## config.mk

```make
export PLATFORM = sky130hd
export DESIGN_NAME = bram_sdp
export DESIGN_NICKNAME = d
export VERILOG_FILES = /design/src/rtl/bram_sdp.sv
export SDC_FILE = /design/constraint.sdc
export NUM_CORES = 1
export LEC_CHECK = 0
export ABC_CLOCK_PERIOD_IN_PS = 3800
export BUFFER_PORTS_ARGS = -buffer_cell sky130_fd_sc_hd__buf_4
export CORE_ASPECT_RATIO = 0.75
export CORE_UTILIZATION = 50
export DETAILED_ROUTE_END_ITERATION = 10
export PLACE_DENSITY = 0.78
export SYNTH_ARGS = -nofsm -noshare
export SYNTH_HDL_FRONTEND = slang
export SYNTH_SLANG_ARGS = --single-unit
```

## constraint.sdc

```tcl
create_clock -name clk_pix -period 3.8 [get_ports clk_pix]
set_input_delay 0.76 -clock clk_pix [delete_from_list [all_inputs] [get_ports clk_pix]]
set_output_delay 0.76 -clock clk_pix [all_outputs]
set_load 0.02 [all_outputs]
```

## src/rtl/bram_sdp.sv

```systemverilog
/* simple dual-port memory
   one write port, one registered read port */
`timescale 1ns/100ps
`default_nettype none

module bram_sdp #(
    parameter  int width = 1,    // bits per word
    parameter  int depth = 128,  // words
    localparam int addrw = $clog2(depth)
) (
    input  wire logic             clk_pix,
    input  wire logic             we,
    input  wire logic [addrw-1:0] addr_write,
    input  wire logic [addrw-1:0] addr_read,
    input  wire logic [width-1:0] data_in,
    output logic      [width-1:0] data_out  // one cycle after addr_read
);

    logic [width-1:0] mem [depth];

    always_ff @(posedge clk_pix) begin
        if (we) mem[addr_write] <= data_in;
        data_out <= mem[addr_read];  // old data on same-address collision
    end

endmodule

`default_nettype wire

```

**Word level (Yosys, flattened, before mapping)**

Memory sizes are Yosys's and may differ from the RTL's. A register that Yosys moved wholly into a read port is not among the register bits.
Cells that the tools add are included.

- Reductions and logical operators: 0
- Equal/unequal tests: 0
- Multipliers: 0
- Add/subtract/negate cells: 0
- Mux-type cells: 2
- Shifts and indexed selects: 0
- $lt $le $gt $ge: 0
- Bitwise logic cells: 0
- Div/mod/pow operators: 0

Operator list:

| cell | count |
|---|---|
| 1-bit two-way mux | 2 |

- Latch bits: 0
- Input port bits: 17
- RAM bits: 128
- Register bits after elaboration: 0
- Memory bits (read-only): 0
- Memories kept: 1

Memories:

| memory | depth | bits a word | rd ports | clocked after memory_dff | write ports | line | source |
|---|---|---|---|---|---|---|---|
| mem | 128 | 1 | 1 | 1 | 1 | 19 | `logic [width-1:0] mem [depth];` |

**Longest topological paths before layout**

- Word-level depth: 2
- Depth in mapped cells: 8

**Worst setup path after synthesis**

OpenSTA, ideal clock, no wires.

- Path type: input to register
- Start: input addr_read[1]
- End: register data_out, read port of mem
- Data arrival time: 2234 ps
- Path slack: 1438 ps
- Library setup time: 129 ps
- Stages on the path: 6
- Path buffers: 1
- Cell sequence: buf_6 mux4_1 mux4_2 and3b_1 a31oi_1 nand4_1

RTL lines:

| element | line | source |
|---|---|---|
| from (decl) | 14 | `input wire logic [addrw-1:0] addr_read,` |
| to (decl) | 16 | `output logic [width-1:0] data_out` |

==> flow_summary.rst <==
.. list-table::
   :header-rows: 1

   * - Metric
     - Value
   * - Routed WL per cell
     - 21.47 um
   * - Unrepaired setup endpoints after global routing
     - false
   * - FF/Latch Area
     - 0.003864 sq mm
   * - Area growth, synth to finish
     - 14.42%
   * - Period utilisation layout
     - 0.6180
   * - Worst Slack Setup Final
     - 1.452 ns
   * - Cell count after placement
     - 530
   * - Post-detail-place hpwl
     - 6887 um
   * - Commonest non-fill, non-tap cell in the layout
     - sky130_fd_sc_hd__nor2_1
   * - IR drop worst, VDD
     - 0.4828 mV
   * - Total die area
     - 0.01187 sq mm
   * - Final max-slew violation count
     - 0
   * - Overall track demand over capacity in global routing
     - 0.2225
   * - Required time of the worst setup path
     - 4.09 ns
   * - Total power divided by cell area
     - 527.5 mW/mm^2
   * - H-tree Lvls
     - 4
   * - Initial core utilization
     - 0.5188
   * - Count of cell types in the netlist
     - 30
   * - Number of hold buffers added after CTS
     - 0
   * - Input/output buffers
     - 17
   * - Initial antenna violation count
     - 0
   * - Site Rows
     - 33
   * - Worst setup path category
     - input port to register
   * - Data arrival time at the worst-slack endpoint
     - 2.64 ns
   * - Number of detailed-routing iterations run before antenna repair
     - 8
   * - Average instance area after synthesis
     - 14.48 sq um
   * - Final non-filler cell total
     - 562
   * - Area of the core region
     - 0.01102 sq mm
   * - CTS Buf Count
     - 17
   * - Number of vias per cell
     - 5.973
   * - Total setup buffers inserted after CTS
     - 0
   * - Sequential element share of the synthesized area
     - 0.6756
   * - Number of instances in the synthesized netlist
     - 395
   * - Slew HR
     - 0.2669
   * - Via count
     - 3357
   * - Post-cts resize count
     - 0
   * - Final hold violation count
     - 0
   * - Violations in the final reports
     - DRC
   * - Worst Hold Class
     - input port to register
   * - Global placement routability congestion
     - 0.8251
   * - Clock latency of the later-clocked register in the worst-skew pair
     - 0.43 ns
   * - Total grt overflow
     - 0
   * - Maximum achievable frequency
     - 425.8 MHz
   * - Netlist area before placement
     - 0.005719 sq mm
   * - Net count reported at finish
     - 426
   * - CTS clk-pin slew, worst paths
     - 0.05 ns
   * - Width of the die
     - 125.5 um
   * - Maximum number of buffers from clock root to sink
     - 2
   * - Pwr Total
     - 3.452 mW
   * - CTS Sinks
     - 129
   * - Final Setup Violations
     - 0
   * - Footprint of the multi-input gates
     - 0.001750 sq mm
   * - Filler cell count in the final layout
     - 844
   * - Transition at the pin with the smallest max-transition slack
     - 1.100 ns
   * - Static Leak
     - 2.045 nW
   * - Post-route clock skew
     - 0.007437 ns
   * - Outcome
     - complete, but fails checks
   * - IO Pins
     - 18
   * - Root buffer cell
     - sky130_fd_sc_hd__clkbuf_16
   * - Total detailed-routing wirelength
     - 12070 um
   * - Wire length of the first global-routing pass
     - 18460 um
   * - Syn. warnings
     - 0
   * - Remaining antenna violation count after routing
     - 0
   * - Setup TNS after final layout
     - 0 ns
   * - Largest fanout on the critical path
     - 28
   * - Critical Path Sink Type
     - register
   * - Post-route DRC
     - 3
   * - Max-cap violation count
     - 0
   * - Register bit total from synthesis
     - 129
   * - Vias in the first global route
     - 3360
   * - Fraction of layout instances using a drive strength above 1
     - 0.1730
   * - Iteration-0 DRC count of the detailed router
     - 325
   * - Fin crit period
     - 2.348 ns
   * - Synth Net Count
     - 412
   * - Number of diodes added for antenna fixing
     - 0
   * - Clock tree from TritonCTS
     - yes
   * - Most frequent cells in the layout
     - sky130_fd_sc_hd__nor2_1, sky130_fd_sc_hd__edfxtp_1, sky130_fd_sc_hd__mux4_2, sky130_fd_sc_hd__clkbuf_16, sky130_fd_sc_hd__buf_4
   * - Chip height
     - 94.62 um
   * - Largest net degree at the start of global routing
     - 129
   * - Startpoint types
     - input port
   * - Post-place setup slack
     - 1.026 ns
[flip-flops by register name, summed over array words and instances (netlist names)]
signal / flops
mem: 128
data_out: 1
[per-layer routing]
metal / GRT usage / up-vias / part of all wire
li1: - / 1515 / -
met1: 0.2781 / 1712 / 0.44
met2: 0.3602 / 108 / 0.48
met3: 0.07422 / 22 / 0.063
met4: 0.09451 / 0 / 0.017
met5: 0 / - / 0
[through the flow]
stage / hold slack (ns) / area, sq um / util
global placement: 0.8577 / 5921 / 0.5371
floorplan: 0.7843 / 5719 / -
CTS: 0.6641 / 6544 / 0.5936
finish: 0.6809 / 6544 / 0.5936
detailed placement: 0.8932 / 5921 / 0.5371
global route: 0.6893 / 6544 / 0.5936
[kinds of logic after synthesis]
group,Yosys count,share of synthesized area
and+or+nand+nor,196,0.1492
buffers and inverters,23,0.01838
DFF,129,0.6756
muxes,42,0.1503
AOI/OAI and AO/OA,5,0.006566
[critical path, stage by stage]
cell and delay (ns):
sky130_fd_sc_hd__buf_4 0.35, sky130_fd_sc_hd__mux4_1 0.61, sky130_fd_sc_hd__mux4_2 0.45, sky130_fd_sc_hd__and3b_1 0.19
sky130_fd_sc_hd__a31oi_1 0.14, sky130_fd_sc_hd__nand4_1 0.11
[area by class of cell]
type	instances	area share
clock buffer	27	0.07992
clock inverter	5	0.01530
timing repair buffer	17	0.01950
multi-input combinational	243	0.2675
tap	140	0.02677
inverter	1	0.0005736
sequential	129	0.5904
[path summary, 6_finish.rpt]
path	startpoint	to	slack, ns	cells past startpoint
worst max-delay path	addr_read[1]	data_out	1.45	6
worst min register to register	mem[120]	data_out	0.91	5
worst min-delay path	addr_read[6]	data_out	0.68	3
worst max register to register	mem[2]	data_out	1.89	5
[synth_stat cells, drive strengths merged]
| master | instances | share of area |
|---|---|---|
| a2111oi | 1 | 0.0015 |
| a221oi | 1 | 0.0015 |
| a22oi | 1 | 0.0013 |
| a31oi | 1 | 0.0011 |
| and3b | 2 | 0.0031 |
| buf | 9 | 0.0092 |
| clkbuf | 13 | 0.0085 |
| dfxtp | 1 | 0.0035 |
| edfxtp | 128 | 0.67 |
| inv | 1 | 0.00066 |
| mux2i | 9 | 0.016 |
| mux4 | 33 | 0.13 |
| nand2 | 15 | 0.0098 |
| nand2b | 3 | 0.0033 |
| nand3 | 13 | 0.011 |
| nand3b | 2 | 0.0026 |
| nand4 | 7 | 0.0077 |
| nand4b | 2 | 0.0031 |
| nor2 | 132 | 0.087 |
| nor2b | 10 | 0.011 |
| nor3 | 4 | 0.0035 |
| nor3b | 1 | 0.0013 |
| nor4 | 3 | 0.0033 |
| o22ai | 1 | 0.0011 |
| or2 | 1 | 0.0011 |
| or3b | 1 | 0.0015 |
[power by group]
| part | leakage (nW) | switching, mW | internal (mW) |
|---|---|---|---|
| Combinational | 0.579 | 0.111 | 0.0627 |
| Clock | 0.308 | 0.569 | 1.13 |
| Sequential | 1.16 | 0.00197 | 1.57 |
| Total | 2.05 | 0.682 | 2.77 |
(Power assumes the default switching activity.)
