==> src/rtl/life_pkg.sv <==
/* shared definitions for the life display
   colour words, line fetch and life engine state encodings */
`default_nettype none

package life_pkg;

    localparam int colour_w = 4;  // bits per channel

    // 12-bit rgb words
    localparam logic [3*colour_w-1:0] colour_alive = 12'hfff;  // white
    localparam logic [3*colour_w-1:0] colour_dead  = 12'h009;  // dark blue

    // line fetch, copies world rows into the line memory
    typedef enum logic [2:0] {
        fs_idle,        // frame store free for the engine
        fs_start,       // new frame, rewind counters
        fs_await_pos,   // wait for horizontal blanking
        fs_start_line,  // decide whether this line needs a row
        fs_read_fb,     // one cell per cycle into line memory
        fs_line_done
    } fetch_state_t;

    // life engine, one pass over the world per generation
    typedef enum logic [2:0] {
        es_idle,
        es_clear,       // reset count for next cell
        es_read_nbr,    // nine reads, neighbours plus centre
        es_write_cell,  // store next state in back buffer
        es_done         // one-cycle done pulse
    } engine_state_t;

endpackage

`default_nettype wire

==> src/rtl/life_engine.sv <==
/* life engine
   nine-read neighbour count per cell, next state written to the back buffer
   advances only while run is high */
`timescale 1ns/100ps
`default_nettype none

module life_engine #(
    parameter  int world_w = 80,
    parameter  int world_h = 60,
    localparam int cells   = world_w * world_h,
    localparam int addrw   = $clog2(2 * cells),  // both buffers
    localparam int xw      = $clog2(world_w),
    localparam int yw      = $clog2(world_h)
) (
    input  wire logic             clk_pix,
    input  wire logic             rst,
    input  wire logic             start,       // one-cycle pulse
    input  wire logic             run,         // frame store granted
    input  wire logic [addrw-1:0] base_read,   // front buffer offset
    input  wire logic [addrw-1:0] base_write,  // back buffer offset
    output logic      [addrw-1:0] cell_addr,
    output logic                  cell_we,
    output logic                  cell_in,     // next state
    input  wire logic             cell_out,    // read data, one cycle late
    output logic                  done
);

    life_pkg::engine_state_t state;

    logic [addrw-1:0] idx;      // linear index of current cell
    logic [xw-1:0]    cx;
    logic [yw-1:0]    cy;
    logic [1:0]       ox;       // neighbour offset, 1 is centre
    logic [1:0]       oy;
    logic [3:0]       cnt;      // live neighbours so far
    logic             alive;    // centre cell
    logic             rd_pend;  // read in flight
    logic             rd_self;  // in-flight read is the centre
    logic             x_ok;
    logic             y_ok;
    logic [addrw-1:0] nbr_off;

    always_comb begin
        // no wrap at the edges
        x_ok = !((ox == 2'd0 && cx == '0) || (ox == 2'd2 && cx == xw'(world_w-1)));
        y_ok = !((oy == 2'd0 && cy == '0) || (oy == 2'd2 && cy == yw'(world_h-1)));
        // (oy-1)*world_w + (ox-1), modulo the address width
        nbr_off = addrw'(oy) * addrw'(world_w) + addrw'(ox) - addrw'(world_w + 1);
        if (state == life_pkg::es_write_cell)
            cell_addr = base_write + idx;
        else
            cell_addr = base_read + idx + nbr_off;
        cell_we = (state == life_pkg::es_write_cell) && run && !rd_pend;
        cell_in = (cnt == 4'd3) || (alive && cnt == 4'd2);  // birth on 3, survive on 2 or 3
        done    = (state == life_pkg::es_done);
    end

    always_ff @(posedge clk_pix) begin
        if (rst) begin
            state   <= life_pkg::es_idle;
            rd_pend <= 1'b0;
        end else begin
            rd_pend <= 1'b0;
            if (rd_pend) begin  // in-flight data lands even while paused
                if (rd_self) alive <= cell_out;
                else cnt <= cnt + 4'(cell_out);
            end
            case (state)
                life_pkg::es_idle: begin
                    idx <= '0;
                    cx  <= '0;
                    cy  <= '0;
                    ox  <= '0;
                    oy  <= '0;
                    if (start) state <= life_pkg::es_clear;
                end
                life_pkg::es_clear: if (run) begin
                    cnt   <= '0;
                    alive <= 1'b0;
                    ox    <= '0;
                    oy    <= '0;
                    state <= life_pkg::es_read_nbr;
                end
                life_pkg::es_read_nbr: if (run) begin
                    rd_pend <= x_ok && y_ok;  // off-world reads skipped, count as dead
                    rd_self <= (ox == 2'd1) && (oy == 2'd1);
                    if (ox == 2'd2) begin
                        ox <= '0;
                        oy <= oy + 1'b1;
                        if (oy == 2'd2) state <= life_pkg::es_write_cell;
                    end else begin
                        ox <= ox + 1'b1;
                    end
                end
                life_pkg::es_write_cell: if (cell_we) begin  // waits for last read
                    if (idx == addrw'(cells-1)) begin
                        state <= life_pkg::es_done;
                    end else begin
                        state <= life_pkg::es_clear;
                        idx   <= idx + 1'b1;
                        if (cx == xw'(world_w-1)) begin
                            cx <= '0;
                            cy <= cy + 1'b1;
                        end else begin
                            cx <= cx + 1'b1;
                        end
                    end
                end
                life_pkg::es_done: state <= life_pkg::es_idle;
                default: state <= life_pkg::es_idle;
            endcase
        end
    end

endmodule

`default_nettype wire

==> config.mk <==
export PLATFORM = sky130hd
export DESIGN_NAME = life_engine
export DESIGN_NICKNAME = d
export VERILOG_FILES = /design/src/rtl/life_pkg.sv /design/src/rtl/life_engine.sv
export SDC_FILE = /design/constraint.sdc
export NUM_CORES = 1
export LEC_CHECK = 0
export ABC_AREA = 1
export BUFFER_PORTS_ARGS = -buffer_cell sky130_fd_sc_hd__buf_2
export CORE_UTILIZATION = 45
export DETAILED_ROUTE_END_ITERATION = 16
export PLACE_DENSITY = 0.69
export SYNTH_ARGS = -nofsm -noshare
export SYNTH_HDL_FRONTEND = slang
export SYNTH_SLANG_ARGS = --single-unit
==> constraint.sdc <==
create_clock -name clk_pix -period 3.32 [get_ports clk_pix]
set_input_delay 0.498 -clock clk_pix [delete_from_list [all_inputs] [get_ports clk_pix]]
set_output_delay 0.498 -clock clk_pix [all_outputs]
set_load 0.005 [all_outputs]
Word-level counts from Yosys, hierarchy flattened --
Index checks and enable logic that the tools add are counted.
Storage, ports and cells: latch bits 0, memories kept 0, input port bits 33, flip-flop bits (word level) 41, bits in read-only memories 0, logic and storage cells 110, RAM bits 0
Cells by class: eq/ne operators 21, $lt $le $gt $ge 0, muxes and demuxes 35, bitwise logic cells 3, reduce and logical (&&, ||, !) cells 29, $mul 1, shift operators 0, add/sub/neg operators 11, div/mod/pow operators 0
Operators with widths (number):
- $add A14 B14 Y14 | 3
- $mux W14 | 3
- $pmux W14 S2 | 1
- $mux W3 | 7
- $mux W7 | 3
- $mux W6 | 3
- $mux W4 | 4
- $ne A2 B2 Y1 const B | 8
- $add A14 B1 Y14 const B | 1
- $eq A14 B13 Y1 const B | 1
- $pmux W7 S2 | 1
- $pmux W2 S3 | 2
- $pmux W3 S4 | 1
- $pmux W6 S2 | 1
- $sub A10 B7 Y11 const B | 1
- $add A9 B2 Y10 | 1
- $mux W2 | 5
- $reduce_and A5 Y1 | 2
- $logic_and A1 B1 Y1 | 9
- $eq A4 B2 Y1 const B | 2
- $reduce_and A4 Y1 | 2
- $add A7 B1 Y7 const B | 1
- $eq A7 B7 Y1 const B | 1
- $logic_not A7 Y1 | 1
- 22 further kinds | 36

Longest topological paths before layout --
depth after elaboration 5, depth in mapped cells 18, depth with buffers taken out 18

Least setup slack after synthesis --
No wires, ideal clock.
path kind flip-flop to output port, from register oy[1], to output cell_addr[8], required time 2.822 ns, buffers on the path 0, arrival 2.814 ns, stages on the path, launching flop included 17, path slack 0.008 ns, cell sequence edfxtp_1 inv_1 ha_1 inv_1 o21ai_0 xor2_1 fa_1 ha_1 nand2_1 inv_1 nand2_1 nand2_1 inv_1 nand2_1 or2_2 nand3_1 o21ai_1
On the way: cells in the longest elaborated chain, start to end 5
RTL lines:
- start, declared | RTL line life_engine.sv:34 | logic [1:0] oy;
- start signal, assigned | RTL line life_engine.sv:89 | oy <= oy + 1'b1;
- $mul A2 B3 Y5 | RTL line life_engine.sv:48 | nbr_off = addrw'(oy) * addrw'(world_w) + addrw'(ox) - addrw'(world_w + 1);
- $add A9 B2 Y10 | RTL line life_engine.sv:48
- $sub A10 B7 Y11 | RTL line life_engine.sv:48
- $add A14 B14 Y14 | RTL line life_engine.sv:52 | cell_addr = base_read + idx + nbr_off;
- $mux W14 | RTL line life_engine.sv:49 | if (state == life_pkg::es_write_cell)
- end, declared | RTL line life_engine.sv:21 | output logic [addrw-1:0] cell_addr,
Every way passes these cells.

Worst setup path after layout --
from register oy[0], to output cell_addr[8]
Same word-level chain as after synthesis.

==> reports/results.txt <==
Fin. max-slew vios: 0
WP data arrival: 3.04 ns
Antenna Cells: 0
Top cells by area, synth: edfxtp_1, nand2_1, ha_1
Via density per instance: 5.00
CP bufs+invs: 4
Cell count of the worst reg-to-reg path: 6
Slew margin rel.: 62.9%
CP Cell Sequence: buf_6 > ha_4 > nor2_4 > xor2_1 > fa_1 > ha_4 > nand2_2 > nand2_1 > inv_1 > nand2_2 > inv_2 > nand2_2 > or2_4 > nand3_2 > o21ai_1 > buf_2
MaxCap Viol Count: 0
IO Port Bufs: 49
Slowest CP cell: edfxtp_1
H-tree depth: 2
Die height: 102 µm
Syn_area_per_cell: 6.86 µm²
CP Depth: 16
Design area: 5580 µm²
Violated checks: setup timing
Initial detailed-routing violation count: 121
Sequential fraction of the synthesis area: 26.7%
LEAKAGE: 2.76 nW
Via count: 4305
Placed Area: 4960 µm²
Synth top area share: 24.9%
Type of destination of the critical path: output port
Vias in the first global route: 4220
Die width: 102 µm
FF-to-FF Start: idx[0]
Routed WL per cell: 13.2 µm
DR pass1 iterations: 4
Final worst setup slack: -0.219 ns
Layout Skew: 0.0137 ns
TritonCTS Sinks: 41
# DRC: 0
Worst min path class: primary input to flop
Most Used Layer, Global Route: met2
Worst path most repeated cell: nand2_2
Filler Cell Count: 835
CTS Buf Count: 5
CORE AREA: 9420 µm²
Final ANT Viol Nets: 0
CTS root buffer: clkbuf_8
WP data required: 2.82 ns
Routability cong.: 0.871
Largest stage delay on the critical path: 0.48 ns
Top achievable clock speed: 283 MHz
Crit Path Class: flop to output port
First-pass GRT wire length: 18500 µm
Overall global routing resource usage: 23.0%
Mapped Nets: 739
Max Fanout on Critical Path: 5
Overflow after GRT: 0
Crit path time final: 3.54 ns
GR Util met2: 42.9%
Clock transition at path regs: 0.09 ns
#FFs+latches synth: 41
Num rows: 35
IO Count: 50
Pin count of the biggest net entering global routing: 30
RSZ-0062 raised after global routing: true
CTS max path bufs: 2
Share of layout cells above drive strength 1: 24.5%
Final hold violations: 0
Antenna violations before repair: 0
Most frequent cells in the layout: nand2_1, inv_1, nor2_1
Final nets: 820
Final setup TNS: -1.25 ns
TritonCTS clock tree: done
Initial core utilization: 47.3%
Hold_sp: rst
Status: finished with violations
Unique masters post-synth: 34
Peak VDD IR: 0.423 mV
Final period util: 107%
Hold Slack: 0.430 ns
Die area: 10300 µm²
Top delay family on crit path: adder cells
Synth area leader: edfxtp_1
Post-CTS Hold Buffers: 0
CP startpoint kind: flop
Finish-stage setup viols: 9
DP HPWL: 8680 µm
Design Power: 0.00628 W
Syn Inst Count: 650
WHS Path Cells: 2
Synth warn: 0
Power per cell area: 1130 nW/µm²
Most common cell after layout, fill and taps aside: nand2_1
Met1 Use GR: 26.9%
Slew @ Worst Pin: 0.554 ns
Worst-Skew Late Latency: 0.30 ns
Synthesized area: 4460 µm²
Routed WL: 11400 µm
CP Launch Point: oy[0]
Area Growth Syn to Fin: 25.1%
Grt met3 use: 2.48%
==> worst register-to-register path, delay by kind of cell, from the launching register on <==
family | cells | cell delay, ns
and+or+nand+nor | 5 | 0.97
DFF | 1 | 0.50
adders and majority gates | 1 | 0.27
==> routing by layer <==
metal | vias to the layer above | share of wire [%]
met4 | 0 | 2.1
met2 | 70 | 52
met3 | 22 | 2.3
met1 | 1995 | 44
met5 | - | 0
li1 | 2218 | -
==> layout make-up <==
| cell class | count | area (µm²) | area share [%] |
|---|---|---|---|
| multi-input cells | 478 | 3140 | 56.4 |
| flip-flops and latches | 41 | 1190 | 21.4 |
| repair buffers | 79 | 493 | 8.84 |
| clock inverters | 2 | 38.8 | 0.696 |
| clock buffers | 6 | 72.6 | 1.30 |
| inverters | 126 | 475 | 8.53 |
| well taps | 129 | 161 | 2.89 |
==> report_power, final <==
part	total, W	switching (W)	leakage (nW)	internal, W
combinational	0.00493	0.00275	2.31	0.00218
clock	0.000411	0.000185	0.0554	0.000226
sequential	0.000933	0.000177	0.396	0.000756
total	0.00628	0.00312	2.76	0.00316
==> path summary, 6_finish.rpt <==
| kind | end | slack, ns |
|---|---|---|
| max | cell_addr[8] | -0.22 |
| min | state[2] | 0.43 |
| max reg2reg | cy[4] | 1.21 |
| min reg2reg | cy[0] | 0.62 |
==> cell usage after synthesis, drive strengths merged <==
library cell / count
nand3b: 3
fa: 15
nor2: 83
o21bai: 1
a21oi: 31
xor2: 7
buf: 5
nand4: 11
or2: 3
ha: 41
edfxtp: 37
inv: 126
dfxtp: 4
o221ai: 1
o211ai: 1
mux2: 2
nand3: 44
nand2: 181
xnor2: 6
nor3b: 3
nor3: 13
nor4: 1
o21ai: 31
==> timing repair <==
action	in CTS	in global routing
buffers inserted	9	4
resized for setup	55	45
cloned	0	0
pin swaps	27	24
endpoints found under the setup margin	11	11
==> through the flow <==
stage / util, % / setup WS (ns) / instances
after CTS: 57.2 / -0.110 / 858
after detailed placement: 52.7 / -0.0537 / 841
after floorplan: - / 0.00756 / 650
after global routing: 59.2 / -0.335 / 861
after global placement: 52.7 / 0.0474 / 841
final: 59.2 / -0.219 / 861
==> cell families (layout without fill, tap and decap cells) <==
family	count (synthesis)	after routing	share of synthesized area [%]
buf+inv	131	213	11.4
fa+ha+maj	56	56	18.2
flops	41	41	26.7
compound gates	65	65	7.49
xor+xnor	13	13	2.55
simple gates	342	342	33.1
mux	2	2	0.505
==> sequential cells by signal, summed over array words and instances (netlist names) <==
signal	cells
alive	1
cnt	4
cx	7
cy	6
idx	14
ox	2
oy	2
rd_pend	1
rd_self	1
state	3
(Power assumes the default switching activity.)
