--- src/rtl/life_pkg.sv ---
/* shared definitions for the life display
   colour words, line fetch and life engine state encodings */
`default_nettype none

package life_pkg;

    localparam int colour_w = 4;  // bits per channel

    // 12-bit rgb words
    localparam logic [3*colour_w-1:0] colour_alive = 12'hfff;  // white
    localparam logic [3*colour_w-1:0] colour_dead  = 12'h009;  // dark blue

    // line fetch, copies world rows into the line memory
    typedef enum logic [2:0] {
        fs_idle,        // frame store free for the engine
        fs_start,       // new frame, rewind counters
        fs_await_pos,   // wait for horizontal blanking
        fs_start_line,  // decide whether this line needs a row
        fs_read_fb,     // one cell per cycle into line memory
        fs_line_done
    } fetch_state_t;

    // life engine, one pass over the world per generation
    typedef enum logic [2:0] {
        es_idle,
        es_clear,       // reset count for next cell
        es_read_nbr,    // nine reads, neighbours plus centre
        es_write_cell,  // store next state in back buffer
        es_done         // one-cycle done pulse
    } engine_state_t;

endpackage

`default_nettype wire

--- src/rtl/line_fetch.sv ---
/* line fetch
   copies world rows into a line memory in horizontal blanking
   and replays each cell as a scale by scale block */
`timescale 1ns/100ps
`default_nettype none

module line_fetch #(
    parameter  int cordw    = 10,
    parameter  int h_res    = 640,
    parameter  int h_full   = 800,
    parameter  int v_full   = 525,
    parameter  int world_w  = 80,
    parameter  int world_h  = 60,
    parameter  int scale    = 8,   // pixels per cell side
    localparam int fb_addrw = $clog2(world_w * world_h),
    localparam int lb_addrw = $clog2(world_w),
    localparam int rowcw    = $clog2(world_h),
    localparam int rptw     = $clog2(scale + 1)
) (
    input  wire logic                clk_pix,
    input  wire logic                rst,
    input  wire logic [cordw-1:0]    sx,
    input  wire logic [cordw-1:0]    sy,
    output logic      [fb_addrw-1:0] fb_addr,    // cell index in the front buffer
    input  wire logic                fb_data,
    output logic                     pix_alive,  // aligned with sx
    output logic                     idle        // engine may use the frame store
);

    life_pkg::fetch_state_t state;
    life_pkg::fetch_state_t state_next;

    logic                line_mem [world_w];
    logic [lb_addrw-1:0] lb_addr_write;
    logic [lb_addrw-1:0] lb_addr_write_d;  // matches memory latency
    logic                lb_we_d;
    logic [lb_addrw-1:0] lb_addr_read;
    logic [rowcw-1:0]    row_cnt;
    logic [rptw-1:0]     line_rpt;  // screen lines shown of this row
    logic [rptw-1:0]     pix_rpt;   // pixels shown of this cell
    logic                last_row;
    logic                last_cell;

    always_comb begin
        last_row  = (row_cnt == rowcw'(world_h-1));
        last_cell = (lb_addr_write == lb_addrw'(world_w-1));
        case (state)
            life_pkg::fs_idle:
                state_next = (sy == cordw'(v_full-1)) ? life_pkg::fs_start : life_pkg::fs_idle;
            life_pkg::fs_start:
                state_next = life_pkg::fs_await_pos;
            life_pkg::fs_await_pos:  // blanking starts at h_res
                state_next = (sx == cordw'(h_res)) ? life_pkg::fs_start_line
                                                   : life_pkg::fs_await_pos;
            life_pkg::fs_start_line:
                state_next = (line_rpt == '0) ? life_pkg::fs_read_fb : life_pkg::fs_await_pos;
            life_pkg::fs_read_fb:
                state_next = last_cell ? life_pkg::fs_line_done : life_pkg::fs_read_fb;
            life_pkg::fs_line_done:
                state_next = last_row ? life_pkg::fs_idle : life_pkg::fs_await_pos;
            default:
                state_next = life_pkg::fs_idle;
        endcase
        idle = (state == life_pkg::fs_idle);
    end

    always_ff @(posedge clk_pix) begin
        if (rst) begin
            state   <= life_pkg::fs_idle;
            lb_we_d <= 1'b0;
        end else begin
            state   <= state_next;
            lb_we_d <= (state == life_pkg::fs_read_fb);
        end
    end

    // row and cell counters, line memory write
    always_ff @(posedge clk_pix) begin
        case (state)
            life_pkg::fs_start: begin
                fb_addr  <= '0;
                row_cnt  <= '0;
                line_rpt <= '0;
            end
            life_pkg::fs_await_pos: lb_addr_write <= '0;
            life_pkg::fs_start_line:
                line_rpt <= (line_rpt == rptw'(scale-1)) ? '0 : line_rpt + 1'b1;
            life_pkg::fs_read_fb: begin
                lb_addr_write <= lb_addr_write + 1'b1;
                fb_addr       <= fb_addr + 1'b1;
            end
            life_pkg::fs_line_done: row_cnt <= row_cnt + 1'b1;
            default: ;
        endcase
        lb_addr_write_d <= lb_addr_write;
        if (lb_we_d) line_mem[lb_addr_write_d] <= fb_data;  // frame store data one cycle late
    end

    // replay, read address preset two pixels early for one-cycle latency
    always_ff @(posedge clk_pix) begin
        if (sx == cordw'(h_full-2)) begin
            lb_addr_read <= '0;
            pix_rpt      <= '0;
        end else if (lb_addr_read < lb_addrw'(world_w-1)) begin
            pix_rpt <= (pix_rpt == rptw'(scale-1)) ? '0 : pix_rpt + 1'b1;
            if (pix_rpt == rptw'(scale-1)) lb_addr_read <= lb_addr_read + 1'b1;
        end
        pix_alive <= line_mem[lb_addr_read];
    end

endmodule

`default_nettype wire

--- config.mk ---
export PLATFORM = sky130hd
export DESIGN_NAME = line_fetch
export DESIGN_NICKNAME = d
export VERILOG_FILES = /design/src/rtl/life_pkg.sv /design/src/rtl/line_fetch.sv
export SDC_FILE = /design/constraint.sdc
export NUM_CORES = 1
export LEC_CHECK = 0
export BUFFER_PORTS_ARGS = -buffer_cell sky130_fd_sc_hd__buf_4
export CORE_MARGIN = 5
export CORE_UTILIZATION = 30
export CTS_CLUSTER_DIAMETER = 30
export DETAILED_ROUTE_END_ITERATION = 8
export GPL_TIMING_DRIVEN = 1
export HOLD_SLACK_MARGIN = 0.1
export MAX_ROUTING_LAYER = met4
export PLACE_DENSITY = 0.44
export SLEW_MARGIN = 0
export SYNTH_ARGS = -nofsm -noshare
export SYNTH_HDL_FRONTEND = slang
export SYNTH_SLANG_ARGS = --single-unit
--- constraint.sdc ---
create_clock -name clk_pix -period 2.02 [get_ports clk_pix]
set_input_delay 0.404 -clock clk_pix [delete_from_list [all_inputs] [get_ports clk_pix]]
set_output_delay 0.404 -clock clk_pix [all_outputs]
set_load 0.02 [all_outputs]
Word level (Yosys, flattened, before mapping):

Memories as Yosys holds them, arrays and structs flattened. A register that Yosys moved wholly into a read port is not among the register bits.
Index checks and enable logic that the tools add are counted.

* equality and inequality tests: 12
* reductions and logical operators: 7
* add/sub/neg operators: 6
* muxes and demuxes: 14
* magnitude comparators: 1

Operators with widths (count)
* $eq 10x10->1 const B: 3
* $pmux 13 s2: 1
* $pmux 3 s6: 1
* $add 7x1->7 const B: 2
* $pmux 7 s2: 1
* $add 13x1->13 const B: 1
* $pmux 6 s2: 1
* $add 4x1->4 const B: 2
* $eq 4x3->1 const B: 2
* $mux 4: 2
* $pmux 4 s2: 1
* $reduce_bool 2->1: 4
* $eq 7x7->1 const B: 1
* $lt 7x7->1 const B: 1
* $add 6x1->6 const B: 1
* $eq 3x2->1 const B: 2
* $eq 3x3->1 const B: 2
* $eq 6x6->1 const B: 1
* $mux 1: 5
* $logic_not 4->1: 1
* $eq 3x1->1 const B: 1
* $logic_not 3->1: 1
* $mux 3: 1
* $mux 2: 1
* $reduce_and 2->1: 1

* memories: 1
* bits in writable memories: 80
* register bits after elaboration: 52
* logic and storage cells: 50
* output and inout bits: 15
* input port bits: 23

Memory list
* line_mem: depth 80, bits a word 1, rd ports 1, clocked after memory_dff 1, write ports 1, line line_fetch.sv:33 `logic line_mem [world_w];`

Logic depth before layout (Yosys ltp):

* depth in word-level cells: 3
* gate-level depth with buffers: 7
* depth with buffers taken out: 6

Least setup slack after synthesis:

OpenSTA, ideal clock, no wires.

* path type: register -> register
* start point: register lb_addr_read[1]
* end point: register pix_alive, read port of line_mem
* data arrival time: 1.658 ns
* data required time: 1.894 ns
* setup time: 0.126 ns
* period minus slack after synthesis: 1.784 ns
* path slack: 0.236 ns
* cell stages (with the launch flop): 8
* buffers on the path: 2
* path through: dfxtp_1 buf_6 buf_6 mux4_2 mux2i_1 mux2i_1 a22oi_1 a31oi_1

RTL lines
* start, declared: line line_fetch.sv:37 `logic [lb_addrw-1:0] lb_addr_read;`
* start signal, assigned: line line_fetch.sv:106 `if (pix_rpt == rptw'(scale-1)) lb_addr_read <= lb_addr_read + 1'b1;`
* end, declared: line line_fetch.sv:26 `output logic pix_alive,`

Final worst setup path:

* start point: register lb_addr_read[2]
* end point: register lb_addr_read[5]

* longest elaborated chain between the ends: 2
* elaborated cells on any way between the ends: 3
* those cells by class: add/sub: 1; order compare: 1; reduce/logical: 1

RTL lines
* $lt 7x7->1: line line_fetch.sv:104 `end else if (lb_addr_read < lb_addrw'(world_w-1)) begin`
* $reduce_and 2->1 (no line)

Several ways; a longest one is shown, not always the timed one.
A chain may end at the register's enable or synchronous reset.

==> results.cfg <==
[clocking]
cts_buffer_depth = 2
cts_root_buf = clkbuf_16
cts_hold_buf = 0
cts_buffers = 17
h-tree-depth = 4
clk_pin_slew_ns = 0.05
clock_latency_ns = 0.41
clock_sinks = 133
cts_tree = built

[setup_path]
r2r_end = lb_addr_read[5]
rr_worst_depth = 6
critPathCaptureType = flip-flop
cp.required_ns = 2.36
setup.worst_path.end = lb_addr_read[5]
regToRegStartpoint = lb_addr_read[2]
critPathLaunch = lb_addr_read[2]
rrSetupSlack_ns = 0.10
worstPathMaxFanout = 14
crit_type = reg -> reg
crit_arrival_ns = 2.25
start_kind = flip-flop

[die]
fp.dieH_um = 152
io-pin-count = 38
die_x_um = 152
die_area_um2 = 23000
rows = 51
start_util = 0.307
core_region_area_um2 = 19600

[detailed_routing]
drtIter0Drc = 133
wl_um = 12900
drtAntennaViolNets = 0
drc = 0
vias_per_cell = 4.71
dr.pass1.iters = 4
dr_total_vias = 3797
post_drt_wl_per_cell_um = 16.1

[synthesis]
ys_types = 44
synth_xor_area_frac = 0.0335
syn_nets = 500
synth_area_um2 = 6010
synth.mux.area_fraction = 0.105
yosys_warnings = 0
synthSimpleGateAreaFrac = 0.170
synth_seq_cells = 133
netlist_instances = 470
synth-compound-area-share = 0.0281
synth-seq-area-share = 0.626
syn_area_per_cell_um2 = 12.8
synth-adder-area-share = 0.0146
synth_top_family_by_area = simple AND/OR/NAND/NOR gates

[timing]
clock.fmax_mhz = 522
timing.final.ws_setup_ns = 0.104
rsz0062_at_grt = false
tightest_slew_ns = 0.556
slew_viol_final = 0
whs_ns = 0.192
slew_headroom = 0.629
final.setup.tns_ns = 0
period_share = 0.948
finalSetupViolCount = 0
fin_crit_ns = 1.92
clock_skew_ns = 0.0116
report.final.hold_viol_count = 0

[global_route]
antenna_found_initial = 0
grt_max_degree = 44
grt_util_all_layers = 0.126
grt.overflow.total = 0
grt_pass1_vias = 4011
grt_pass1_wl_um = 21300

[placement]
dp.cells = 774
portBuffers = 37
place.gp.congestion = 0.734
dp_hpwl_um = 8860
pre_cts_slack_ns = 0.0942

[cells_and_area]
instances_no_fill = 806
fillers = 1946
antennaDiodeCount = 0
drive_gt1_frac = 0.187
syn2layout_area_growth_pct = 20.5
nets = 558

[pwr]
p_per_area_nw_per_um2 = 1030
vdd_drop_max_v = 0.000564
p_leak_uw = 0.00251
power_uw = 7430

[flow_run]
drv_cap = 0

[hold_path]
min-delay-path-class = in -> reg

[status]
status = finished clean
==> power breakdown <==
group | internal, uW | switching (uW)
sequential | 3070 | 124
clock | 1820 | 1050
combinational | 733 | 631
==> per-stage QoR <==
| stage | area, um2 | utilization |
|---|---|---|
| after floorplan | 6010 | - |
| after global placement | 6690 | 0.342 |
| after detailed placement | 6690 | 0.342 |
| after CTS | 7240 | 0.370 |
| after global routing | 7250 | 0.370 |
| final | 7250 | 0.370 |
==> flip-flops by register name, indices dropped and copies added, names as in the netlist <==
| name | cells |
|---|---|
| line_rpt | 4 |
| state | 3 |
| fb_addr | 13 |
| lb_we_d | 1 |
| row_cnt | 6 |
| pix_alive | 1 |
| lb_addr_read | 7 |
| lb_addr_write_d | 7 |
| pix_rpt | 4 |
| line_mem | 80 |
| lb_addr_write | 7 |
==> layout by cell type, fill, tap and decap left out, types with 5 or more instances in the layout <==
| cell type | instances |
|---|---|
| nor3_1 | 8 |
| ha_1 | 7 |
| inv_1 | 9 |
| nor2b_1 | 11 |
| edfxtp_1 | 110 |
| clkbuf_1 | 7 |
| nor2_1 | 118 |
| or3_1 | 8 |
| xnor2_1 | 9 |
| buf_4 | 52 |
| xor2_1 | 14 |
| mux2i_1 | 13 |
| nand4_1 | 14 |
| nand3_1 | 18 |
| o21ai_0 | 6 |
| mux4_2 | 14 |
| dfxtp_1 | 22 |
| and3_1 | 5 |
| clkbuf_16 | 17 |
| a21oi_1 | 12 |
| mux4_1 | 7 |
| nand2_1 | 24 |
==> critical path, stage by stage, from the launching register on <==
cell	delay (ns)
dfxtp_1	0.40
buf_4	0.26
nand4_1	0.12
a21o_2	0.22
nand3_2	0.19
or4_1	0.51
a21oi_1	0.15
==> cells in the mapped netlist (all sizes together) <==
master   number  share of area
nor2        118          0.074
ha            7          0.015
or4b          1         0.0017
nand3        19          0.017
nor2b        11          0.011
nand2        24          0.015
and4bb        1         0.0021
a21oi        12          0.010
edfxtp      110           0.55
a22oi         1         0.0012
a31oi         1         0.0010
nor4b         2         0.0029
a2111oi       1         0.0015
and3          5         0.0052
dfxtp        23          0.077
a311oi        1         0.0015
mux2i        13          0.022
o21bai        1         0.0012
clkbuf        8         0.0056
buf           8          0.012
o21ai         6         0.0050
a31o          1         0.0015
nor4bb        1         0.0017
o211ai        1         0.0012
nand2b        2         0.0021
or4           3         0.0037
a21o          1         0.0015
nor3          8         0.0067
xor2         14          0.020
mux4         21          0.083
inv           9         0.0056
xnor2         9          0.013
nand4        14          0.015
or3           8         0.0083
o31ai         2         0.0025
and4          1         0.0015
nor4          1         0.0010
nand4b        1         0.0015
==> kinds of logic (layout without fill, tap and decap cells) <==
logic type	after synthesis	after routing
AO/OA/AOI/OAI	28	28
AND/OR/NAND/NOR	220	220
flip-flops	133	133
adder cells (fa/ha/maj)	7	7
multiplexers	34	34
XOR/XNOR	23	23
buffers and inverters	25	96
==> final cells by class <==
type	instances	area [um2]	area share
flip-flops and latches	133	3760	0.520
repair buffers	55	450	0.0622
inverters	9	33.8	0.00466
well taps	265	332	0.0458
clock inverters	4	45.0	0.00622
clock buffers	28	507	0.0699
multi-input cells	312	2110	0.292
==> how the worst min path moves through the flow <==
stage / startpoint / to / depth (start not counted)
3_5_place_dp: lb_addr_write[1] / lb_addr_write_d[1] / 0
2_1_floorplan: lb_addr_write[1] / lb_addr_write_d[1] / 0
4_1_cts: rst / state[0] / 2
6_report: rst / state[0] / 2
5_1_grt: rst / state[2] / 2
3_3_place_gp: lb_addr_write[1] / lb_addr_write_d[1] / 0
==> routing by layer <==
layer  up-vias  track usage  wire [um]
met4         0       0.0341        104
met1      1863        0.153       5760
li1       1858            -          -
met2        69        0.208       6570
met3         7       0.0366        498
met5         -            -          0
==> repair_timing <==
action                                  in CTS  in global routing
resized for setup                            0                  1
setup buffers                                0                  0
endpoints found under the setup margin       0                  1
(Power assumes the default switching activity.)
