### src/rtl/display_timings.sv
/* display timing generator
   position counters, active-low sync, data enable, frame end strobe */
`timescale 1ns/100ps
`default_nettype none

module display_timings #(
    parameter int cordw        = 10,   // coordinate width
    parameter int h_res        = 640,  // active pixels
    parameter int v_res        = 480,
    parameter int h_full       = 800,  // incl blanking
    parameter int v_full       = 525,
    parameter int h_sync_start = 656,
    parameter int h_sync_end   = 752,
    parameter int v_sync_start = 490,
    parameter int v_sync_end   = 492
) (
    input  wire logic             clk_pix,
    input  wire logic             rst,
    output logic      [cordw-1:0] sx,
    output logic      [cordw-1:0] sy,
    output logic                  hsync,     // active low
    output logic                  vsync,     // active low
    output logic                  de,        // active area
    output logic                  frame_end  // last pixel of last line
);

    logic [cordw-1:0] sx_next;
    logic [cordw-1:0] sy_next;

    always_comb begin
        sx_next = (sx == cordw'(h_full-1)) ? '0 : sx + 1'b1;
        sy_next = sy;
        if (sx == cordw'(h_full-1))  // end of line
            sy_next = (sy == cordw'(v_full-1)) ? '0 : sy + 1'b1;
    end

    // decode from next position so outputs line up with sx/sy
    always_ff @(posedge clk_pix) begin
        if (rst) begin
            sx        <= cordw'(h_full-1);  // first edge lands on 0,0
            sy        <= cordw'(v_full-1);
            hsync     <= 1'b1;
            vsync     <= 1'b1;
            de        <= 1'b0;
            frame_end <= 1'b0;
        end else begin
            sx        <= sx_next;
            sy        <= sy_next;
            hsync     <= !(sx_next >= cordw'(h_sync_start) && sx_next < cordw'(h_sync_end));
            vsync     <= !(sy_next >= cordw'(v_sync_start) && sy_next < cordw'(v_sync_end));
            de        <= (sx_next < cordw'(h_res)) && (sy_next < cordw'(v_res));
            frame_end <= (sx_next == cordw'(h_full-1)) && (sy_next == cordw'(v_full-1));
        end
    end

endmodule

`default_nettype wire

### config.mk
export PLATFORM = sky130hd
export DESIGN_NAME = display_timings
export DESIGN_NICKNAME = d
export VERILOG_FILES = /design/src/rtl/display_timings.sv
export SDC_FILE = /design/constraint.sdc
export NUM_CORES = 1
export LEC_CHECK = 0
export BUFFER_PORTS_ARGS = -buffer_cell sky130_fd_sc_hd__buf_2
export CAP_MARGIN = 20
export CORE_UTILIZATION = 46
export DETAILED_ROUTE_END_ITERATION = 10
export PLACE_DENSITY = 0.68
export SLEW_MARGIN = 10
export SYNTH_ARGS = -nofsm -noshare
export SYNTH_HDL_FRONTEND = slang
export SYNTH_SLANG_ARGS = --single-unit
export TNS_END_PERCENT = 20
### constraint.sdc
create_clock -name clk_pix -period 2.4 [get_ports clk_pix]
set_input_delay 0.48 -clock clk_pix [delete_from_list [all_inputs] [get_ports clk_pix]]
set_output_delay 0.48 -clock clk_pix [all_outputs]
set_load 0.005 [all_outputs]
# Word-level counts from Yosys, hierarchy flattened
# Index checks and enable logic that the tools add are counted.
dict set report totals {
  register_bits 24
  out_inout_bits 24
  elab_cells 27
  inputBits 2
}
dict set report classes {
  n_addsub 2
  reduce_logical 6
  n_eq_ne 4
  magnitude_cmp 6
  muxes 3
}
# op n
set ops {}
lappend ops {{10-bit equality test, second input constant} 4}
lappend ops {{10-bit two-way mux} 3}
lappend ops {{10-bit by 1-bit adder with 10-bit output, second input constant} 2}
lappend ops {{10-bit < comparator, second input constant} 2}
lappend ops {{10-bit by 9-bit < comparator with 1-bit output, second input constant} 2}
lappend ops {{10-bit greater-or-equal comparator, second input constant} 1}
lappend ops {{10-bit by 9-bit greater-or-equal comparator with 1-bit output, second input constant} 1}
lappend ops {{1-bit logical AND} 4}
lappend ops {{1-bit logical NOT} 2}

# Longest topological paths before layout
# Gate-level depths: netlist of the first run.
dict set report logic_depth {
  word_depth 6
  depth_mapped 8
  mapped_depth_nobuf 8
}

# Worst setup path after synthesis of the first run
# No wires, ideal clock.
dict set report synth_timing {
  path_kind {register to register}
  from {register sy[0]}
  to {register sy[3]}
  setup_slack_ns 0.490
  n_path_buf 0
  path_stages_with_launch 7
  synth_period_minus_slack_ns 1.910
  setup_time_ns 0.122
  t_required_ns 2.278
  arrival_ns 1.788
  cell_sequence {dfxtp_1 inv_1 ha_1 or4bb_1 nor3_2 o21ai_0 a221o_1}
}
dict set report synth_between {
  elab_chain_len 3
  word_cells_on_any_way 4
  cone_classes {add/sub (1); eq/ne (1); mux (2)}
}
# element line_no
set synth_rtl {}
lappend synth_rtl {{start: declaration} 20} ;# output logic [cordw-1:0] sy,
lappend synth_rtl {{start signal: assignment} 41} ;# sy <= cordw'(v_full-1);
lappend synth_rtl {{start signal: assignment} 48} ;# sy <= sy_next;
lappend synth_rtl {{10-bit by 1-bit adder with 10-bit output or 10-bit equality test (tied branches)} 34} ;# sy_next = (sy == cordw'(v_full-1)) ? '0 : sy + 1'b1;
lappend synth_rtl {{10-bit two-way mux (*)} 34}
lappend synth_rtl {{10-bit two-way mux (*)} 33} ;# if (sx == cordw'(h_full-1))
# Every way passes the cells marked *; elsewhere a longest branch is shown, timed or not.
# A chain may end at the register's enable or synchronous reset.

# Worst setup path in the final report of the first run
dict set report layout_timing {
  from {register sx[0]}
  to {register vsync}
}
dict set report layout_between {
  elab_chain_len 5
  word_cells_on_any_way 6
  cone_classes {order compare (2); eq/ne (1); mux (1); reduce/logical (2)}
}
# element line_no
set layout_rtl {}
lappend layout_rtl {{start: declaration} 19} ;# output logic [cordw-1:0] sx,
lappend layout_rtl {{start signal: assignment} 40} ;# sx <= cordw'(h_full-1);
lappend layout_rtl {{start signal: assignment} 47} ;# sx <= sx_next;
lappend layout_rtl {{10-bit equality test (*)} 33}
lappend layout_rtl {{10-bit two-way mux (*)} 33}
lappend layout_rtl {{10-bit by 9-bit greater-or-equal comparator with 1-bit output or 10-bit by 9-bit < comparator with 1-bit output (tied branches)} 50} ;# vsync <= !(sy_next >= cordw'(v_sync_start) && sy_next < cordw'(v_sync_end));
lappend layout_rtl {{1-bit logical AND (*)} 50}
lappend layout_rtl {{1-bit logical NOT (*)} 50}
lappend layout_rtl {{end signal: assignment} 50}
lappend layout_rtl {{end: declaration} 22} ;# output logic vsync,
# Marked as above.

==> results.toml, run 1 <==
[run_status]
status = "completed"

[detailed_routing]
vias = 1249
drtIter0Drc = 36
ant_nets = 0
drt_wl_total_um = 3020
via_per_inst = 5.84
drt_pass1_iterations = 4
wire_per_inst_um = 14.1
drc = 0

[global_routing]
grt_pass1_wl_um = 4880
grt_overflow = 0
track_usage_pct = 19.7
grt_max_degree = 23
grt_pass1_vias = 1054
antenna_found_initial = 0

[power_and_ir_drop]
power.density_nw_per_um2 = 1100
pwr-share-comb_pct = 52.1
pwr-share-clk_pct = 10.5
p_leak_nw = 0.693
p_int_uw = 958
p_switching_uw = 734
seq_power_share_pct = 37.4
power_mw = 1.69
peakVddDrop_v = 0.000679
p_sw_share_pct = 43.4

[setup_path]
start_kind = "flop"
end_kind = "flop"
slowest_stage = "dfxtp_2"
crit_chain = "ha_2 -> nand4_1 -> nor3_4 -> nand3_1 -> xor2_1 -> nor4_2 -> nand4_1"
reg2reg_depth = 7
r2r-end = "vsync"
crit_required_ps = 2590
critical_path_arrival_ps = 2390
crit_path_max_fanout = 8
cpPeakStageDelay_ps = 390
critPathKind = "reg2reg"
r2r_start = "sx[0]"
crit_top_cell = "nand4_1"
r2r_slack_ps = 210

[floorplanning]
floorplan.initialDensity_pct = 48.6
die_w_um = 56
die-area_um2 = 3140
core_area_um2 = 2760
dieHeight_um = 56
rows = 19
io_pins = 26

[worst_hold_path]
hold_class = "reg2reg"
min_from = "sx[0]"
min_path_cells = 2
hold_path_end = "sx[0]"

[finish]
nets = 191
fin_area_um2 = 1540
syn2layout_area_growth_pct = 14.9
drive_gt1_share_pct = 23.0
utilization_pct = 55.9
n_fill_cell = 267
diodes = 0

[clock_tree]
cts_max_path_buffers = 2
h-tree-depth = 1
cts_buffers = 3
cts_tree = "built"
cts_sinks = 24
clk_pin_slew_ps = 120
insertion_delay_ps = 310
cts-root-buf = "clkbuf_4"
cts_hold_buffers = 0

[synth]
synth_edf_count = 0
synth.most_common_cell = "dfxtp_1"
ys_seq_elements = 24
synth.distinct_cells = 43
yosys-top-cells-area = "dfxtp_1 36%, xor2_1 5.9%, nand2_1 3.9%, ha_1 3.7%, nor2_1 3.4%"
async_reset_ff_share_pct = 0
synthCells = 157
synth_top_area_share_pct = 35.8
ys_seq_area_share_pct = 35.8
synth_largest_area_cell = "dfxtp_1"
synth_nets = 163
synth_commonest_cells = "24 x dfxtp_1, 14 x nand2_1, 12 x nor2_1"
yosys_warnings = 0
synth.avg_cell_area_um2 = 8.54
synth_top_flop_cell = "dfxtp_1"
syn_area_um2 = 1340

[placed_design]
place_hpwl_um = 2260
placed_area_um2 = 1500
gp_congestion = 0.825
portBuffers = 25

[sta]
period_needed_ps = 2190
finalSetupTns_ps = 0
slew_headroom_pct = 72.2
max_freq_mhz = 456
slew_violations = 0
rsz0062_at_grt = "no"
final_hold_viol_count = 0
finalSetupViolCount = 0
hold_ws_ps = 561
worstMarginPinSlew_ps = 414
period_share_pct = 91.4
worst_clock_skew_ps = 3.55

[run]
max_cap_viol_count = 0
[metal layers]
layer | global-route usage, % | wire, um | vias up
met4 | 9.76 | 70 | 0
met5 | 0 | 0 | -
met3 | 3.72 | 133 | 9
met1 | 27.6 | 1460 | 597
li1 | - | - | 615
met2 | 29.1 | 1350 | 28
[critical path: cells and delay by family, from the launching register on]
kind	cells	cell delay, ps
XOR/XNOR	1	220
AND/OR/NAND/NOR	5	1230
adder cells (fa/ha/maj)	1	230
flip-flops	1	390
[metrics by stage]
step	std cells	worst slack (ps)
4_1_cts	212	98.2
3_3_place_gp	209	172
3_5_place_dp	209	123
5_1_grt	214	65.0
6_report	214	205
2_1_floorplan	157	490
[area by class of cell]
| cell class | instances | area (um2) | share of cell area, % |
|---|---|---|---|
| multi-input cells | 120 | 812 | 52.7 |
| flip-flops and latches | 24 | 483 | 31.3 |
| repair buffers | 30 | 163 | 10.6 |
| well taps | 31 | 38.8 | 2.52 |
| clock buffers | 3 | 22.5 | 1.46 |
| inverters | 6 | 22.5 | 1.46 |
[cells by family after synthesis]
kind of cell | share of synthesized area (%)
compound gates | 13.2
xor+xnor | 8.49
fa+ha+maj | 3.73
buf+inv | 3.82
flops | 35.8
mux | 1.49
simple gates | 33.5
[timing repair]
action | CTS | global route
setup endpoints to repair | 0 | 3
setup buffers | 0 | 2
resized for setup | 0 | 3
[power by group through the flow]
stage	clock network (mW)	registers, mW	logic, mW
4_1_cts	0.182	0.629	0.851
3_5_place_dp	0	0.639	0.846
5_1_grt	0.205	0.651	0.978
6_report	0.178	0.632	0.882
3_3_place_gp	0	0.630	0.835
2_1_floorplan	0	0.609	0.624
[worst max path at each step]
stage | from | end | slack, ps | cells past startpoint
3_5_place_dp | sx[1] | vsync | 120 | 7
5_1_grt | sx[0] | vsync | 70 | 7
6_report | sx[0] | vsync | 210 | 7
3_3_place_gp | sx[1] | vsync | 170 | 7
2_1_floorplan | sy[0] | sy[3] | 490 | 6
4_1_cts | sx[1] | vsync | 100 | 7
[placed cells by master (no fill, tap or decap), types with 2 or more instances in the layout]
cell type   n
a21o_1      2
a21oi_1     5
a31oi_1     2
and3_1      3
and4_1      4
buf_2      25
buf_4       5
clkbuf_4    3
dfxtp_1    22
dfxtp_2     2
ha_1        3
inv_1       6
mux2i_1     2
nand2_1    14
nand2b_1    6
nand3_1     7
nand3b_1    2
nand4_1     5
nor2_1     12
nor3_1      3
nor4_1      3
o211ai_1    3
o21ai_0     6
o21bai_1    2
or3_1       3
or4bb_1     2
xnor2_1     4
xor2_1      9
[registers in the layout (all words and copies together), names as in the netlist]
signal	count
sy	10
hsync	1
frame_end	1
de	1
vsync	1
sx	10
(Power assumes the default switching activity.)
==> run 2: changes to the inputs <==
--- a/config.mk
+++ b/config.mk
@@ -7,8 +7,10 @@
 export LEC_CHECK = 0
 export BUFFER_PORTS_ARGS = -buffer_cell sky130_fd_sc_hd__buf_2
 export CAP_MARGIN = 20
+export CORE_ASPECT_RATIO = 1.2
 export CORE_UTILIZATION = 46
 export DETAILED_ROUTE_END_ITERATION = 10
+export GPL_ROUTABILITY_DRIVEN = 0
 export PLACE_DENSITY = 0.68
 export SLEW_MARGIN = 10
 export SYNTH_ARGS = -nofsm -noshare
==> results.toml, run 2 (synthesized netlist as in run 1, its figures left out) <==
[worst_hold_path]
min_from = "rst"
hold_path_end = "sy[5]"
min_path_cells = 2
hold_class = "in2reg"

[detailed_routing]
via_per_inst = 5.83
vias = 1295
ant_nets = 0
drt_pass1_iterations = 5
drc = 0
drtIter0Drc = 30
drt_wl_total_um = 3210
wire_per_inst_um = 14.4

[power_and_ir_drop]
p_sw_share_pct = 41.2
peakVddDrop_v = 0.000695
pwr-share-comb_pct = 50.4
power.density_nw_per_um2 = 1160
seq_power_share_pct = 33.7
pwr-share-clk_pct = 15.9
p_switching_uw = 766
p_leak_nw = 0.731
p_int_mw = 1.09

[finish]
drive_gt1_share_pct = 23.4
nets = 195
syn2layout_area_growth_pct = 19.3
utilization_pct = 57.5
final_cell_mix = "25 x buf_2, 24 x dfxtp_1, 14 x nand2_1"
diodes = 0
largestRegisters = "sx: 10 flops, sy: 10 flops"
layout_commonest_cell = "buf_2"

[clock_tree]
cts_max_path_buffers = 2
clk_pin_slew_ps = 140
cts_buffers = 3
h-tree-depth = 1
cts-root-buf = "clkbuf_4"
cts_sinks = 24
cts_tree = "built"
insertion_delay_ps = 310

[placed_design]
place_hpwl_um = 2390
portBuffers = 25

[sta]
max_freq_mhz = 457
finalSetupTns_ps = 0
finalSetupViolCount = 0
worstMarginPinSlew_ps = 424
rsz0062_at_grt = "no"
slew_violations = 0
final_hold_viol_count = 0
slew_headroom_pct = 71.6
worst_clock_skew_ps = 6.46
period_needed_ps = 2190
period_share_pct = 91.3

[setup_path]
r2r-end = "vsync"
r2r_start = "sx[1]"
end_kind = "flop"
cpPeakStageDelay_ps = 420
crit_required_ps = 2600
critPathKind = "reg2reg"
cpLargestDelayFamily = "simple AND/OR/NAND/NOR gates"
crit_top_cell = "nand4_1"
critPathBufInv = 0
crit_path_max_fanout = 8
r2r_slack_ps = 210
critical_path_arrival_ps = 2390
crit_chain = "ha_1 -> nand4_1 -> nor3_4 -> nand4_1 -> xor2_1 -> nor4_2 -> nand4_1"
reg2reg_depth = 7
start_kind = "flop"
slowest_stage = "dfxtp_1"

[floorplanning]
die_w_um = 51.3
dieHeight_um = 61.2
core_area_um2 = 2790
io_pins = 26
rows = 21
die-area_um2 = 3140
floorplan.initialDensity_pct = 48.2

[global_routing]
grt_max_degree = 23
grt_pass1_wl_um = 5110
grt_overflow = 0
grt_pass1_vias = 1102
track_usage_pct = 21.9
antenna_found_initial = 0

[run]
max_cap_viol_count = 0

[run_status]
status = "completed"
-- run 2: cell count changes in the layout (fill, tap and decap cells not counted), sizes merged --
cell,change
buf,+4
bufinv,+1
-- run 2: timing repair --
item | CTS | global route
hold buffers | 0 | 0
setup endpoints to repair | 0 | 2
buffers inserted | 0 | 4
resized for setup | 0 | 0
-- run 2: worst register-to-register path, cell delays in order, from the launching register on --
cell	delay (ps)
dfxtp_1	420
ha_1	270
nand4_1	210
nor3_4	390
nand4_1	160
xor2_1	200
nor4_2	320
nand4_1	110
-- run 2: area by class of cell --
class / instances / area [um2]
fillers: 267 / 1180
inverters: 6 / 22.5
clock buffers: 3 / 22.5
clock inverters: 1 / 30.0
repair buffers: 34 / 193
multi-input cells: 120 / 810
well taps: 34 / 42.5
flip-flops and latches: 24 / 480
-- run 2: stage by stage --
stage	cells	hold slack (ps)	area, um2	total power, mW	setup slack [ps]
finish	222	569	1600	1.86	209
CTS	218	556	1570	1.81	161
detailed placement	214	538	1520	1.51	186
global placement	214	520	1520	1.49	345
floorplan	157	497	1340	1.23	490
global route	222	582	1600	2.01	11.4
-- run 2: worst max-delay path by stage --
stage / start / to / slack [ps] / cells past startpoint
2_1_floorplan: sy[0] / sy[3] / 490 / 6
3_3_place_gp: sx[1] / vsync / 340 / 7
3_5_place_dp: sx[1] / vsync / 190 / 7
4_1_cts: sx[1] / vsync / 160 / 7
5_1_grt: sx[1] / frame_end / 10 / 7
6_report: sx[1] / vsync / 210 / 7
-- run 2: routing by layer --
layer | GRT usage, % | vias to the layer above | wire length [um]
met5 | 0 | - | 0
met4 | 11.2 | 0 | 112
met3 | 2.72 | 14 | 168
met2 | 38.0 | 47 | 1620
met1 | 26.9 | 608 | 1310
li1 | - | 626 | -
-- run 2: power by group through the flow --
| stage | logic [mW] | clock network, mW | registers [mW] |
|---|---|---|---|
| after global placement | 0.866 | 0 | 0.628 |
| after detailed placement | 0.875 | 0 | 0.634 |
| final | 0.937 | 0.295 | 0.626 |
| after CTS | 0.880 | 0.302 | 0.625 |
| after floorplan | 0.624 | 0 | 0.609 |
| after global routing | 1.05 | 0.324 | 0.645 |
